===== src/rtl/extMemPkg.sv =====
package extMemPkg;

    // sizing
    localparam int maxBurst = 8;
    localparam int memAddrBits = 10;

    // host register indices
    localparam logic [3:0] regCtrl = 4'd0;
    localparam logic [3:0] regAddr = 4'd1;
    localparam logic [3:0] regLen = 4'd2;
    localparam logic [3:0] regStatus = 4'd3;
    localparam logic [3:0] regWindow = 4'd8;

    // command word bits
    localparam int cmdWriteBit = 31;
    localparam int cmdMemBit = 29;

    typedef enum logic [1:0] {opWrite, opMemRead, opMmioRead} busOp;

    typedef enum logic [1:0] {stIdle, stCommand, stData, stFinish} masterState;

    typedef enum logic [1:0] {msLookup, msWrite, msRead} memState;

    typedef struct packed {
        busOp op;
        logic [29:0] addr;
        logic [3:0] len;
    } burstReq;

    typedef struct packed {
        logic wr;
        logic [3:0] addr;
        logic [31:0] data;
    } regAccess;

    typedef struct packed {
        logic we;
        logic [2:0] idx;
        logic [31:0] data;
    } windowWrite;

endpackage


===== src/rtl/BusMaster.sv =====
`timescale 1ns/10ps

module BusMaster (
    input  logic                  clk,
    input  logic                  arstN,
    input  extMemPkg::burstReq    req,
    input  logic                  reqValid,
    output logic [2:0]            winIdx,
    input  logic [31:0]           winData,
    output extMemPkg::windowWrite winWr,
    output logic                  burstDone,
    output logic                  en,
    output logic [31:0]           busOut,
    input  logic [31:0]           memBus,
    input  logic                  memOen,
    input  logic                  memStall
);

    extMemPkg::masterState state;
    extMemPkg::burstReq reqReg;
    logic [2:0] dataCount;
    logic [3:0] capCount;
    logic [3:0] lenEff;
    logic [31:0] cmdWord;
    logic lastData;
    logic capture;
    logic lastCapture;

    // MMIO reads always move a single word
    assign lenEff = (reqReg.op == extMemPkg::opMmioRead) ? 4'd1 : reqReg.len;

    always_comb begin
        cmdWord = {2'b00, reqReg.addr};
        // address bits 29 and up never reach the bus
        cmdWord[extMemPkg::cmdWriteBit] = reqReg.op == extMemPkg::opWrite;
        cmdWord[extMemPkg::cmdMemBit] = reqReg.op != extMemPkg::opMmioRead;
    end

    assign lastData = {1'b0, dataCount} == reqReg.len - 4'd1;
    assign capture = memOen && capCount < lenEff;
    assign lastCapture = capture && capCount == lenEff - 4'd1;

    assign en = state == extMemPkg::stCommand || state == extMemPkg::stData;
    assign busOut = (state == extMemPkg::stCommand) ? cmdWord : winData;
    assign winIdx = dataCount;

    assign winWr.we = capture;
    assign winWr.idx = capCount[2:0];
    assign winWr.data = memBus;

    always_ff @(posedge clk) begin
        if (state == extMemPkg::stIdle && reqValid) begin
            reqReg <= req;
        end
    end

    always_ff @(posedge clk or negedge arstN) begin
        if (!arstN) begin
            state <= extMemPkg::stIdle;
            dataCount <= '0;
            capCount <= '0;
            burstDone <= 1'b0;
        end else begin
            burstDone <= 1'b0;
            case (state)
                extMemPkg::stIdle: begin
                    if (reqValid) begin
                        state <= extMemPkg::stCommand;
                        dataCount <= '0;
                        capCount <= '0;
                    end
                end
                extMemPkg::stCommand: begin
                    state <= (reqReg.op == extMemPkg::opMmioRead) ?
                        extMemPkg::stFinish : extMemPkg::stData;
                end
                extMemPkg::stData: begin
                    dataCount <= dataCount + 3'd1;
                    if (lastData) begin
                        state <= extMemPkg::stFinish;
                        if (reqReg.op == extMemPkg::opWrite) begin
                            burstDone <= 1'b1;
                        end
                    end
                end
                extMemPkg::stFinish: begin
                    // reads wait here for the trailing word
                    if (reqReg.op == extMemPkg::opWrite || lastCapture) begin
                        state <= extMemPkg::stIdle;
                    end
                end
                default: state <= extMemPkg::stIdle;
            endcase
            if (capture) begin
                capCount <= capCount + 4'd1;
                if (lastCapture) begin
                    burstDone <= 1'b1;
                end
            end
        end
    end

    reqOnlyWhenIdle: assert property (@(posedge clk) disable iff (!arstN)
        reqValid |-> state == extMemPkg::stIdle)
        else $error("request arrived while a burst was running");

    noOenWhenIdle: assert property (@(posedge clk) disable iff (!arstN)
        state == extMemPkg::stIdle |-> !memOen)
        else $error("memory drove data while the master was idle");

    stallInReadData: assert property (@(posedge clk) disable iff (!arstN)
        memStall |-> state == extMemPkg::stData && reqReg.op == extMemPkg::opMemRead)
        else $error("stall outside the first data cycle of a read");

endmodule


===== config.mk =====
export PLATFORM = sky130hd
export DESIGN_NAME = BusMaster
export DESIGN_NICKNAME = d
export VERILOG_FILES = /design/src/rtl/extMemPkg.sv /design/src/rtl/BusMaster.sv
export SDC_FILE = /design/constraint.sdc
export NUM_CORES = 1
export LEC_CHECK = 0
export CAP_MARGIN = 5
export CORE_MARGIN = 1.5
export CORE_UTILIZATION = 35
export CTS_CLUSTER_DIAMETER = 200
export DETAILED_ROUTE_END_ITERATION = 8
export DONT_BUFFER_PORTS = 1
export SLEW_MARGIN = 20
export SYNTH_ARGS = -nofsm -noshare
export SYNTH_HDL_FRONTEND = slang
export SYNTH_SLANG_ARGS = --single-unit
export TNS_END_PERCENT = 50

===== constraint.sdc =====
create_clock -name clk -period 2.9 [get_ports clk]
set_clock_uncertainty 0.2 [all_clocks]
set_input_delay 0.145 -clock clk [delete_from_list [all_inputs] [get_ports clk]]
set_output_delay 0.145 -clock clk [all_outputs]
set_load 0.02 [all_outputs]

==> results.cfg <==
[status]
status = completed

[die]
die_h_um = 88.11
fp.dieW_um = 88.11
initial_core_util_pct = 36.70
dieArea_um2 = 7762
core_area_um2 = 6907
num_rows = 30
ioPinCount = 178

[power]
internal_power_mw = 1.529
p_sw_share_pct = 40.76
vdd_drop_max_v = 0.0003844
power.switching_mw = 1.052
finalPower_mw = 2.581
p_seq_share_pct = 38.9
p_per_area_nw_per_um2 = 888.9
pwr-share-clk_pct = 15.5
comb_power_share_pct = 45.5
p_leak_nw = 1.094

[clock_tree]
clk_pin_slew_worst_paths_ns = 0.09
root_buffer = clkbuf_8
cts_sinks = 45
ctsResizeCount = 0
insertion_delay_ns = 0.30
cts_tree = done
numCtsBuffers = 5
cts-hold-fix-buffers = 37
cts_setup_buffers = 0
cts_max_level = 2
cts.path.max_buffers = 2

[finish]
layout-drive-gt1-share_pct = 24.07
antenna_cells = 0
area_delta_synth_final_pct = 14.56
final_cell_area_um2 = 2904
fin_nets = 332
final_cells = 312

[synthesis]
synth_cell_type_count = 34
synth-main-ff-cell = edfxtp_1
yosysWarnings = 0
avgSynthCellArea_um2 = 12.49
seq_area_frac_synth_pct = 51.33
syn_inst = 203
synth_area_um2 = 2535
synth-edff-count = 35
ys_ff_latch = 45
syn_nets = 320
synthArstFlopShare_pct = 22.22

[sta]
setup_violations = 0
rsz0062_at_grt = no
fin_setup_tns_ns = 0
max_freq_mhz = 376.5
setup_slack_ns = 0.2438
post-route-period-util_pct = 91.59
worst_pin_slew_ns = 0.5000
slew_viol_final = 0
hold_violations = 0
relSlewSlack_pct = 66.67
period_minus_slack_ns = 2.656

[critical_path]
startpoint = reqReg[34]
worst-path-max-fanout = 4
r2r_slack_ns = 0.24
crit_path_end_kind = flop
cp-endpoint = state[1]
r2r-end = state[1]
rr_worst_depth = 9
cp.arrival_ns = 2.64
startpoint_type = flop
r2r-start = reqReg[34]
crit_required_ns = 2.89
worstSetupPathType = reg -> reg

[routing]
drtIter0Drc = 63
via_per_inst = 4.798
drtAntennaViolNets = 0
routedWlPerCell_um = 15.96
vias = 1497
first_pass_iters = 4
routed_wl_mm = 4.978
drc_errors = 0

[global_route]
antenna_found_initial = 0
grt_max_degree = 22
grt-ovfl-total = 0
grt_pass1_wl_mm = 7.286
grt_usage_pct = 12.72
grt_pass1_vias = 1429

[placement]
gp_congestion = 0.7740
io_buffer_count = 0
dp.cells = 267
place_area_um2 = 2444
pre_cts_ws_ns = 0.2611
hpwl_mm = 3.521

[run]
drv_cap = 0

[hold_path]
hold_class = in -> async
-- flip-flops by register name (all words and copies together), names as in the netlist --
signal and cells:
cmdWord 29, state 2, reqReg 6, burstDone 1, capCount 4, winIdx 3
-- synth_stat cells (2+ instances only) --
cell type / number / area share [%]
xor2_1: 2 / 0.69
o21ai_0: 7 / 1.4
o31ai_1: 2 / 0.59
nor2_1: 10 / 1.5
ha_1: 12 / 5.9
nand2_1: 8 / 1.2
a21oi_1: 2 / 0.39
nor2b_1: 4 / 0.99
xnor2_1: 9 / 3.1
nor3_1: 2 / 0.39
nand3_1: 2 / 0.39
buf_4: 36 / 11
clkbuf_1: 4 / 0.59
edfxtp_1: 35 / 41
dfrtp_1: 10 / 9.9
mux2_2: 30 / 13
inv_1: 11 / 1.6
-- layer usage --
layer | vias to the layer above | share of wire, % | GRT usage (%)
met5 | - | 0 | 0
met4 | 0 | 2.0 | 5.540
met3 | 15 | 9.1 | 4.524
met2 | 88 | 48 | 20.06
met1 | 688 | 41 | 15.76
li1 | 706 | - | -
-- how the worst min path moves through the flow --
stage	startpoint	endpoint	slack [ns]	cells after the start
6_report	arstN	capCount[1]	0.03	1
5_1_grt	arstN	capCount[1]	0.06	1
4_1_cts	reqValid	winIdx[1]	0.02	2
3_5_place_dp	arstN	capCount[1]	-0.35	0
3_3_place_gp	arstN	capCount[1]	-0.35	0
2_1_floorplan	arstN	burstDone	-0.35	0
-- per-stage QoR --
stage,util (%),hold slack [ns]
CTS,42.05,0.01929
detailed placement,35.38,-0.3504
floorplan,-,-0.3506
finish,42.05,0.03065
global route,42.05,0.05699
global placement,35.38,-0.3503
-- cell families after synthesis --
family	count (synthesis)	share of synthesized area (%)
compound gates	19	4.985
fa+ha+maj	12	5.923
flops	45	51.33
xor+xnor	11	3.801
mux	32	14.31
buf+inv	51	12.88
simple gates	33	6.763
-- worst max-delay path, stage by stage, from the launching register on --
cell	delay, ns
edfxtp_1	0.43
nand2b_4	0.18
nand2_1	0.09
ha_1	0.22
nor2b_1	0.12
nor3_1	0.13
o21ai_1	0.12
or4_4	0.53
a21oi_2	0.21
mux2_4	0.31
-- area by class of cell --
| type | count | area [um2] |
|---|---|---|
| multi-input combinational | 107 | 908.4 |
| timing repair buffer | 45 | 442.9 |
| tap | 96 | 120.1 |
| sequential | 45 | 1301 |
| inverter | 11 | 41.29 |
| clock inverter | 3 | 21.27 |
| clock buffer | 5 | 68.82 |
| fill | 665 | 4003 |
-- power groups by stage --
| stage | combinational, mW | clock [mW] | sequential [mW] |
|---|---|---|---|
| 2_1_floorplan | 1.05 | 0 | 0.984 |
| 3_3_place_gp | 1.14 | 0 | 1.02 |
| 3_5_place_dp | 1.15 | 0 | 1.02 |
| 4_1_cts | 1.20 | 0.418 | 1.01 |
| 5_1_grt | 1.29 | 0.446 | 1.02 |
| 6_report | 1.18 | 0.401 | 1.00 |
-- cells in the final DEF (no fill, tap or decap), types with 8 or more instances in the layout --
cell type,n
xnor2_1,9
inv_1,11
mux2_2,30
edfxtp_1,35
dlygate4sd3_1,37
ha_1,12
dfrtp_1,10
nor2_1,10
nand2_1,8
No activity file was read; power rests on OpenSTA's default activity.
