## config.mk

```make
export PLATFORM = sky130hd
export DESIGN_NAME = ControlRegs
export DESIGN_NICKNAME = d
export VERILOG_FILES = /design/src/rtl/extMemPkg.sv /design/src/rtl/ControlRegs.sv
export SDC_FILE = /design/constraint.sdc
export NUM_CORES = 1
export LEC_CHECK = 0
export ABC_AREA = 0
export BUFFER_PORTS_ARGS = -buffer_cell sky130_fd_sc_hd__buf_2
export CORE_ASPECT_RATIO = 1.75
export CORE_UTILIZATION = 26
export CTS_BUF_LIST = sky130_fd_sc_hd__clkbuf_4
export CTS_CLUSTER_SIZE = 16
export DETAILED_ROUTE_END_ITERATION = 10
export HOLD_SLACK_MARGIN = 0.06
export SKIP_CTS_REPAIR_TIMING = 1
export SYNTH_ARGS = -nofsm -noshare
export SYNTH_HDL_FRONTEND = slang
export SYNTH_SLANG_ARGS = --single-unit
```

## constraint.sdc

```tcl
create_clock -name clk -period 3 [get_ports clk]
set_clock_uncertainty 0.1 [all_clocks]
set_input_delay 0.3 -clock clk [delete_from_list [all_inputs] [get_ports clk]]
set_output_delay 0.3 -clock clk [all_outputs]
set_load 0.02 [all_outputs]
```

## src/rtl/extMemPkg.sv

```systemverilog
package extMemPkg;

    // sizing
    localparam int maxBurst = 8;
    localparam int memAddrBits = 10;

    // host register indices
    localparam logic [3:0] regCtrl = 4'd0;
    localparam logic [3:0] regAddr = 4'd1;
    localparam logic [3:0] regLen = 4'd2;
    localparam logic [3:0] regStatus = 4'd3;
    localparam logic [3:0] regWindow = 4'd8;

    // command word bits
    localparam int cmdWriteBit = 31;
    localparam int cmdMemBit = 29;

    typedef enum logic [1:0] {opWrite, opMemRead, opMmioRead} busOp;

    typedef enum logic [1:0] {stIdle, stCommand, stData, stFinish} masterState;

    typedef enum logic [1:0] {msLookup, msWrite, msRead} memState;

    typedef struct packed {
        busOp op;
        logic [29:0] addr;
        logic [3:0] len;
    } burstReq;

    typedef struct packed {
        logic wr;
        logic [3:0] addr;
        logic [31:0] data;
    } regAccess;

    typedef struct packed {
        logic we;
        logic [2:0] idx;
        logic [31:0] data;
    } windowWrite;

endpackage

```

## src/rtl/ControlRegs.sv

```systemverilog
`timescale 1ns/10ps

module ControlRegs (
    input  logic                  clk,
    input  logic                  arstN,
    input  extMemPkg::regAccess   hostAccess,
    output logic [31:0]           regRdata,
    output extMemPkg::burstReq    req,
    output logic                  reqValid,
    input  logic [2:0]            winIdx,
    output logic [31:0]           winData,
    input  extMemPkg::windowWrite winWr,
    input  logic                  burstDone,
    output logic                  busy,
    output logic                  done
);

    logic [31:0] ctrlReg;
    logic [29:0] addrReg;
    logic [3:0] lenReg;
    logic [31:0] window [0:extMemPkg::maxBurst-1];
    logic ctrlWrite;
    logic winHostWrite;

    function automatic logic [3:0] clampLen(logic [31:0] value);
        if (value == 32'd0) begin
            return 4'd1;
        end
        if (value > 32'(extMemPkg::maxBurst)) begin
            return 4'(extMemPkg::maxBurst);
        end
        return value[3:0];
    endfunction

    assign ctrlWrite = hostAccess.wr && hostAccess.addr == extMemPkg::regCtrl;
    assign winHostWrite = hostAccess.wr && hostAccess.addr >= extMemPkg::regWindow;

    // op code 3 behaves as an MMIO read
    assign req.op = (ctrlReg[1:0] == 2'd3) ? extMemPkg::opMmioRead :
        extMemPkg::busOp'(ctrlReg[1:0]);
    assign req.addr = addrReg;
    assign req.len = lenReg;

    assign winData = window[winIdx];

    always_ff @(posedge clk or negedge arstN) begin
        if (!arstN) begin
            ctrlReg <= '0;
            addrReg <= '0;
            lenReg <= 4'd1;
            busy <= 1'b0;
            done <= 1'b0;
            reqValid <= 1'b0;
        end else begin
            reqValid <= 1'b0;
            if (ctrlWrite && !busy) begin
                ctrlReg <= hostAccess.data;
                busy <= 1'b1;
                done <= 1'b0;
                reqValid <= 1'b1;
            end else if (burstDone) begin
                busy <= 1'b0;
                done <= 1'b1;
            end
            if (hostAccess.wr && hostAccess.addr == extMemPkg::regAddr) begin
                addrReg <= hostAccess.data[29:0];
            end
            if (hostAccess.wr && hostAccess.addr == extMemPkg::regLen) begin
                lenReg <= clampLen(hostAccess.data);
            end
        end
    end

    // master write lands last so it wins a collision
    always_ff @(posedge clk) begin
        if (winHostWrite) begin
            window[hostAccess.addr[2:0]] <= hostAccess.data;
        end
        if (winWr.we) begin
            window[winWr.idx] <= winWr.data;
        end
    end

    always_comb begin
        regRdata = '0;
        if (hostAccess.addr >= extMemPkg::regWindow) begin
            regRdata = window[hostAccess.addr[2:0]];
        end else begin
            case (hostAccess.addr)
                extMemPkg::regCtrl: regRdata = ctrlReg;
                extMemPkg::regAddr: regRdata = {2'b00, addrReg};
                extMemPkg::regLen: regRdata = {28'd0, lenReg};
                extMemPkg::regStatus: regRdata = {30'd0, done, busy};
                default: regRdata = '0;
            endcase
        end
    end

    busyAfterReq: assert property (@(posedge clk) disable iff (!arstN)
        reqValid |=> busy)
        else $error("busy dropped right after a request");

endmodule

```

==> results of run 1 <==
layer usage:
metal,up-vias,GRT usage (%),wire length (um)
met4,6,7.99,2360
li1,5081,-,-
met3,121,4.29,4130
met5,-,0,30
met2,501,31.8,33100
met1,6330,19.3,22100
final cells by class:
class | instances | area [um2] | area share (%)
antenna | 6 | 15.0 | 0.0680
multi-input combinational | 647 | 7980 | 36.2
inverter | 4 | 15.0 | 0.0680
clock inverter | 37 | 206 | 0.935
clock buffer | 103 | 773 | 3.50
timing repair buffer | 323 | 2550 | 11.5
tap | 896 | 1120 | 5.08
sequential | 325 | 9420 | 42.7
how the worst min path moves through the flow:
stage          slack, ns  startpoint                      to  cells past startpoint
3_5_place_dp        0.25       arstN   lenReg[3]$_DFFE_PN0P_                      1
6_report            0.07   winWr[32]  window[1][5]$_DFFE_PP_                      4
2_1_floorplan       -0.1       arstN  addrReg[0]$_DFFE_PN0P_                      0
3_3_place_gp        0.24       arstN  addrReg[3]$_DFFE_PN0P_                      1
4_1_cts            -0.62       arstN   lenReg[3]$_DFFE_PN0P_                      1
5_1_grt             0.04   winWr[32]  window[1][5]$_DFFE_PP_                      4
registers in the layout, indices dropped and copies added (netlist names):
signal    cells
addrReg      30
busy          1
ctrlReg      32
done          1
lenReg        4
reqValid      1
window      256
Yosys cell counts, types with 2 or more instances:
cell type  count  area [um2]
mux2_2       261        2940
edfxtp_1     256        7690
mux4_2       130        2930
mux2_1        79         890
dfrtp_1       68        1700
clkbuf_1      54         203
buf_2         49         245
nand2_1       40         150
nand3_1       32         160
a222oi_1      26         260
o21ai_0       16        80.1
nor2_1        10        37.5
nor2b_1        9        56.3
nor4_1         6        37.5
buf_4          5        37.5
a221o_1        4        40.0
and3_1         4        25.0
buf_6          4        45.0
inv_1          4        15.0
o21bai_1       4        30.0
a22o_1         3        26.3
buf_1          3        11.3
nand4_1        3        18.8
a211oi_1       2        15.0
and2_1         2        12.5
mux2i_1        2        20.0
nand2b_1       2        12.5
o31ai_1        2        15.0
report_power, final:
| part | switching (mW) | leakage [nW] | internal, mW | total, mW |
|---|---|---|---|---|
| combinational | 1.15 | 4.22 | 0.982 | 2.13 |
| sequential | 0.235 | 3.19 | 5.28 | 5.52 |
| clock | 1.91 | 0.589 | 1.79 | 3.70 |
| total | 3.29 | 7.99 | 8.06 | 11.4 |
worst register-to-register path, stage by stage (launching register included):
cell and delay [ns]:
dfrtp_1 0.42, inv_1 0.10, nand3_2 0.26, o21ai_0 0.18
dlygate4sd3_1 0.58
metrics by stage:
stage | std cells | setup slack, ns | utilization [%] | TNS, ns
2_1_floorplan | 1092 | -0.0716 | - | -11.01
3_3_place_gp | 2103 | 0.192 | 29.8 | 0
3_5_place_dp | 2103 | 0.181 | 29.8 | 0
4_1_cts | 2243 | 0.106 | 31.2 | 0
5_1_grt | 2339 | 0.0411 | 32.6 | 0
6_report | 2341 | 0.178 | 32.6 | 0
cells in the final DEF (no fill, tap or decap), types with 2 or more instances in the layout:
master and instances:
o31ai_1 2, clkbuf_4 103, nand4_1 3, nor2_1 10, nand3_1 29, o21bai_4 4
mux4_2 130, nor4_1 6, clkinv_1 22, a222oi_1 26, nor3_4 2, diode_2 6
inv_1 4, a211oi_1 2, clkinv_2 8, and2_2 2, dlygate4sd3_1 91, dfrtp_1 68
o21ai_0 12, a22o_1 3, nand2_1 39, and3_1 4, nand2b_1 2, nand3_2 4
buf_4 28, o21ai_4 4, buf_12 27, a221o_1 4, bufinv_16 2, nor2b_1 8
edfxtp_1 256, mux2_2 261, mux2_1 79, inv_2 4, mux2i_1 2, buf_2 177
kinds of logic (layout without fill, tap and decap cells):
logic type	Yosys count	in the layout	synth area share [%]
compound gates	58	58	2.65
simple gates	117	117	3.40
buf+inv	120	467	3.15
mux	472	472	38.0
other cells	0	6	0
flops	325	325	52.8
==> results.cfg, run 1 <==
[status]
status = completed

[logic_synthesis]
syn_inst = 1092
synth_seq_area_share_pct = 52.8
synth_area_per_cell_um2 = 16.3
synth_area_um2 = 17800
synth_nets = 1171
async_flop_share_pct = 21.2
ys_types = 40
ys_ff_latch = 325
yosys_warnings = 0
synth-edff-count = 256
synthFlopType = edfxtp_1

[final_layout]
syn2layout_area_growth_pct = 23.8
nFillCells = 6629
design_area_um2 = 22100
drive_above_1_share_pct = 53.0
nNetsFinal = 1458

[drt]
vias = 12039
vias_per_cell = 5.14
wire_per_inst_um = 26.4
dr.first_iter.drc_count = 696
first_pass_iters = 7
drcViolationCount = 0
wirelength_um = 61800
postRouteAntennaNets = 0

[timing]
setup_viol = 0
finalHoldWorstSlack_ns = 0.0696
rsz0062_at_grt = false
max_freq_mhz = 354
maxSlewHeadroom_pct = 22.5
min_period_ns = 2.82
hold_viol = 0
max_slew.worst_pin.slew_ns = 1.16
drv_slew = 0
finalCritPeriodShare_pct = 94.1

[clock_network]
cts_tree = done
clockBufferDepth = 3
path_clk_slew_ns = 0.09
cts_buffers = 78
h-tree-depth = 3
insertion_delay_ns = 0.78
clock-sinks = 325
cts-root-buf = clkbuf_4

[placement]
dp_hpwl_um = 39600
place_congestion = 0.810
dpl_cell_area_um2 = 20100
io_buffers = 181

[critical_path]
cp_max_fo = 2
cp_num_cells = 4
r2r_cells = 4
worstReg2RegEnd = busy$_DFFE_PN0P_
startpoint_type = flip-flop
required_ns = 2.60
cp_top_family = multiplexers
worstPathArrival_ns = 2.42
r2r_start = busy$_DFFE_PN0P_
reg2reg_setup_slack_ns = 1.31
timing.critical_path.from = window[4][0]$_DFFE_PP_
cpPeakStageDelay_ns = 0.52
crit_slowest_cell = mux4_2
endpoint_kind = output port
crit_buf_inv = 1
path_class = flip-flop to output port
crit_path_end = regRdata[0]
path_cells = mux4_2 -> and3_1 -> a221o_1 -> buf_2

[global_routing]
grt_pass1_vias = 12612
grt_overflow = 0
antenna_found_initial = 6
grt_use_total_pct = 17.7
grt_max_degree = 65
grt_pass1_wl_um = 87200

[floorplan]
die_area_um2 = 69700
num_rows = 126
io_pins = 182
die_w_um = 200
core_area_um2 = 67600
die_h_um = 348
start_util_pct = 26.4

[pwr]
ir_drop_mv = 0.272
p_total_mw = 11.4
p_per_area_nw_per_um2 = 514
p_leak_nw = 7.99

[job]
maxCapViolations = 0

[min_path]
hold_path_class = primary input to flip-flop
(Power assumes the default switching activity.)
==> inputs of run 2 (changes only) <==
Settings changed: PLACE_DENSITY_LB_ADDON set to 0.1.
==> run 2 against run 1 <==
Against the previous run:
- clock power increased by 20%
- die area did not move
- global-route usage rose by 2.5 points
- first-iteration DRC count increased by 8.3%
- fmax fell by 0.84%
- setup slack worse by 0.024 ns
- sequential cell count stayed put
- critical path depth is the same
- design area increased by 1.0%
- register-to-register slack improved by 0.06 ns
- largest cell class unchanged
==> results.cfg, run 2 (synthesis results as in run 1) <==
[critical_path]
required_ns = 2.60
cp_max_fo = 2
endpoint_kind = output port
startpoint_type = flip-flop
reg2reg_setup_slack_ns = 1.37
worstPathArrival_ns = 2.45
path_class = flip-flop to output port
r2r_cells = 4

[floorplan]
die_h_um = 348
io_pins = 182
num_rows = 126
die_area_um2 = 69700
core_area_um2 = 67600
die_w_um = 200
start_util_pct = 26.4

[placement]
place_congestion = 0.755
dp.cells = 2121
dp_hpwl_um = 44000
post-place-ws_ns = 0.172
io_buffers = 181

[final_layout]
drive_above_1_share_pct = 55.4
syn2layout_area_growth_pct = 25.1
largest_register = window
final_cell_mix = mux2_2, edfxtp_1, buf_2
nFillCells = 6754
layout_commonest_cell = mux2_2
final_cells = 2370
reg_top3 = window x256, ctrlReg x32, addrReg x30
largest_reg_flops = 256
nNetsFinal = 1477

[min_path]
whs_path_depth = 4
hold_path_class = primary input to flip-flop

[drt]
dr.first_iter.drc_count = 754
postRouteAntennaNets = 0
wire_per_inst_um = 29.2
wirelength_um = 69100
vias_per_cell = 5.02
drcViolationCount = 0
first_pass_iters = 8
vias = 11895

[clock_network]
h-tree-depth = 3
clock-sinks = 325
path_clk_slew_ns = 0.07
cts-root-buf = clkbuf_4
cts_tree = done
cts_buffers = 88
clockBufferDepth = 3
insertion_delay_ns = 0.81

[timing]
finalCritPeriodShare_pct = 94.9
min_period_ns = 2.85
rsz0062_at_grt = false
max_freq_mhz = 351
maxSlewHeadroom_pct = 17.8
setup_viol = 0
setup-tns-final_ns = 0
worst_slack_ns = 0.154
max_slew.worst_pin.slew_ns = 1.23
drv_slew = 0
hold_viol = 0

[pwr]
p_per_area_nw_per_um2 = 543
p_leak_nw = 8.17
ir_drop_mv = 0.215

[global_routing]
grt_max_degree = 42
grt_pass1_vias = 12787
grt_pass1_wl_um = 97400
grt_use_total_pct = 20.2
antenna_found_initial = 4
grt_overflow = 0

[job]
maxCapViolations = 0

[status]
status = completed
## run 2: final cells by class
| type | count | area, um2 | share of cell area [%] |
|---|---|---|---|
| Clock inverter | 18 | 146 | 0.656 |
| Antenna cell | 4 | 10.0 | 0.0449 |
| Inverter | 4 | 15.0 | 0.0673 |
| Sequential cell | 325 | 9420 | 42.2 |
| Tap cell | 896 | 1120 | 5.03 |
| Clock buffer | 144 | 1080 | 4.85 |
| Multi-Input combinational cell | 647 | 7990 | 35.8 |
| Timing Repair Buffer | 332 | 2530 | 11.3 |
## run 2: worst max-delay path: stages (launching register included)
cell	delay, ns
edfxtp_1	0.42
mux4_2	0.49
and3_1	0.20
a221o_1	0.33
buf_2	0.19
## run 2: final timing paths
check                                        startpoint                      end
min in group asynchronous                         arstN   addrReg[2]$_DFFE_PN0P_
max in group asynchronous                         arstN    lenReg[0]$_DFFE_PN1P_
worst max register to register         busy$_DFFE_PN0P_  ctrlReg[10]$_DFFE_PN0P_
worst min-delay path                          winWr[34]   window[1][2]$_DFFE_PP_
worst min register to register   ctrlReg[2]$_DFFE_PN0P_   ctrlReg[2]$_DFFE_PN0P_
worst max-delay path            window[4][30]$_DFFE_PP_             regRdata[30]
## run 2: through the flow
step	power, mW	hold slack (ns)	util, %	cell area (um2)
finish	12.1	0.0939	33.0	22300
global route	12.7	0.0459	33.0	22300
CTS	12.3	-0.690	31.7	21400
detailed placement	7.72	0.278	29.9	20200
global placement	7.70	0.271	29.9	20200
floorplan	6.82	-0.0956	-	17800
## run 2: routing by layer
layer / track usage (%) / vias up / part of all wire, %
li1: - / 5129 / -
met1: 24.3 / 6359 / 41
met2: 36.5 / 326 / 53
met3: 3.47 / 81 / 4.0
met4: 5.31 / 0 / 1.7
met5: 0 / - / 0
## run 2: power breakdown
| part | internal, mW | switching [mW] |
|---|---|---|
| registers | 5.28 | 0.240 |
| logic | 0.981 | 1.17 |
| clock network | 2.41 | 2.02 |
| total | 8.68 | 3.43 |
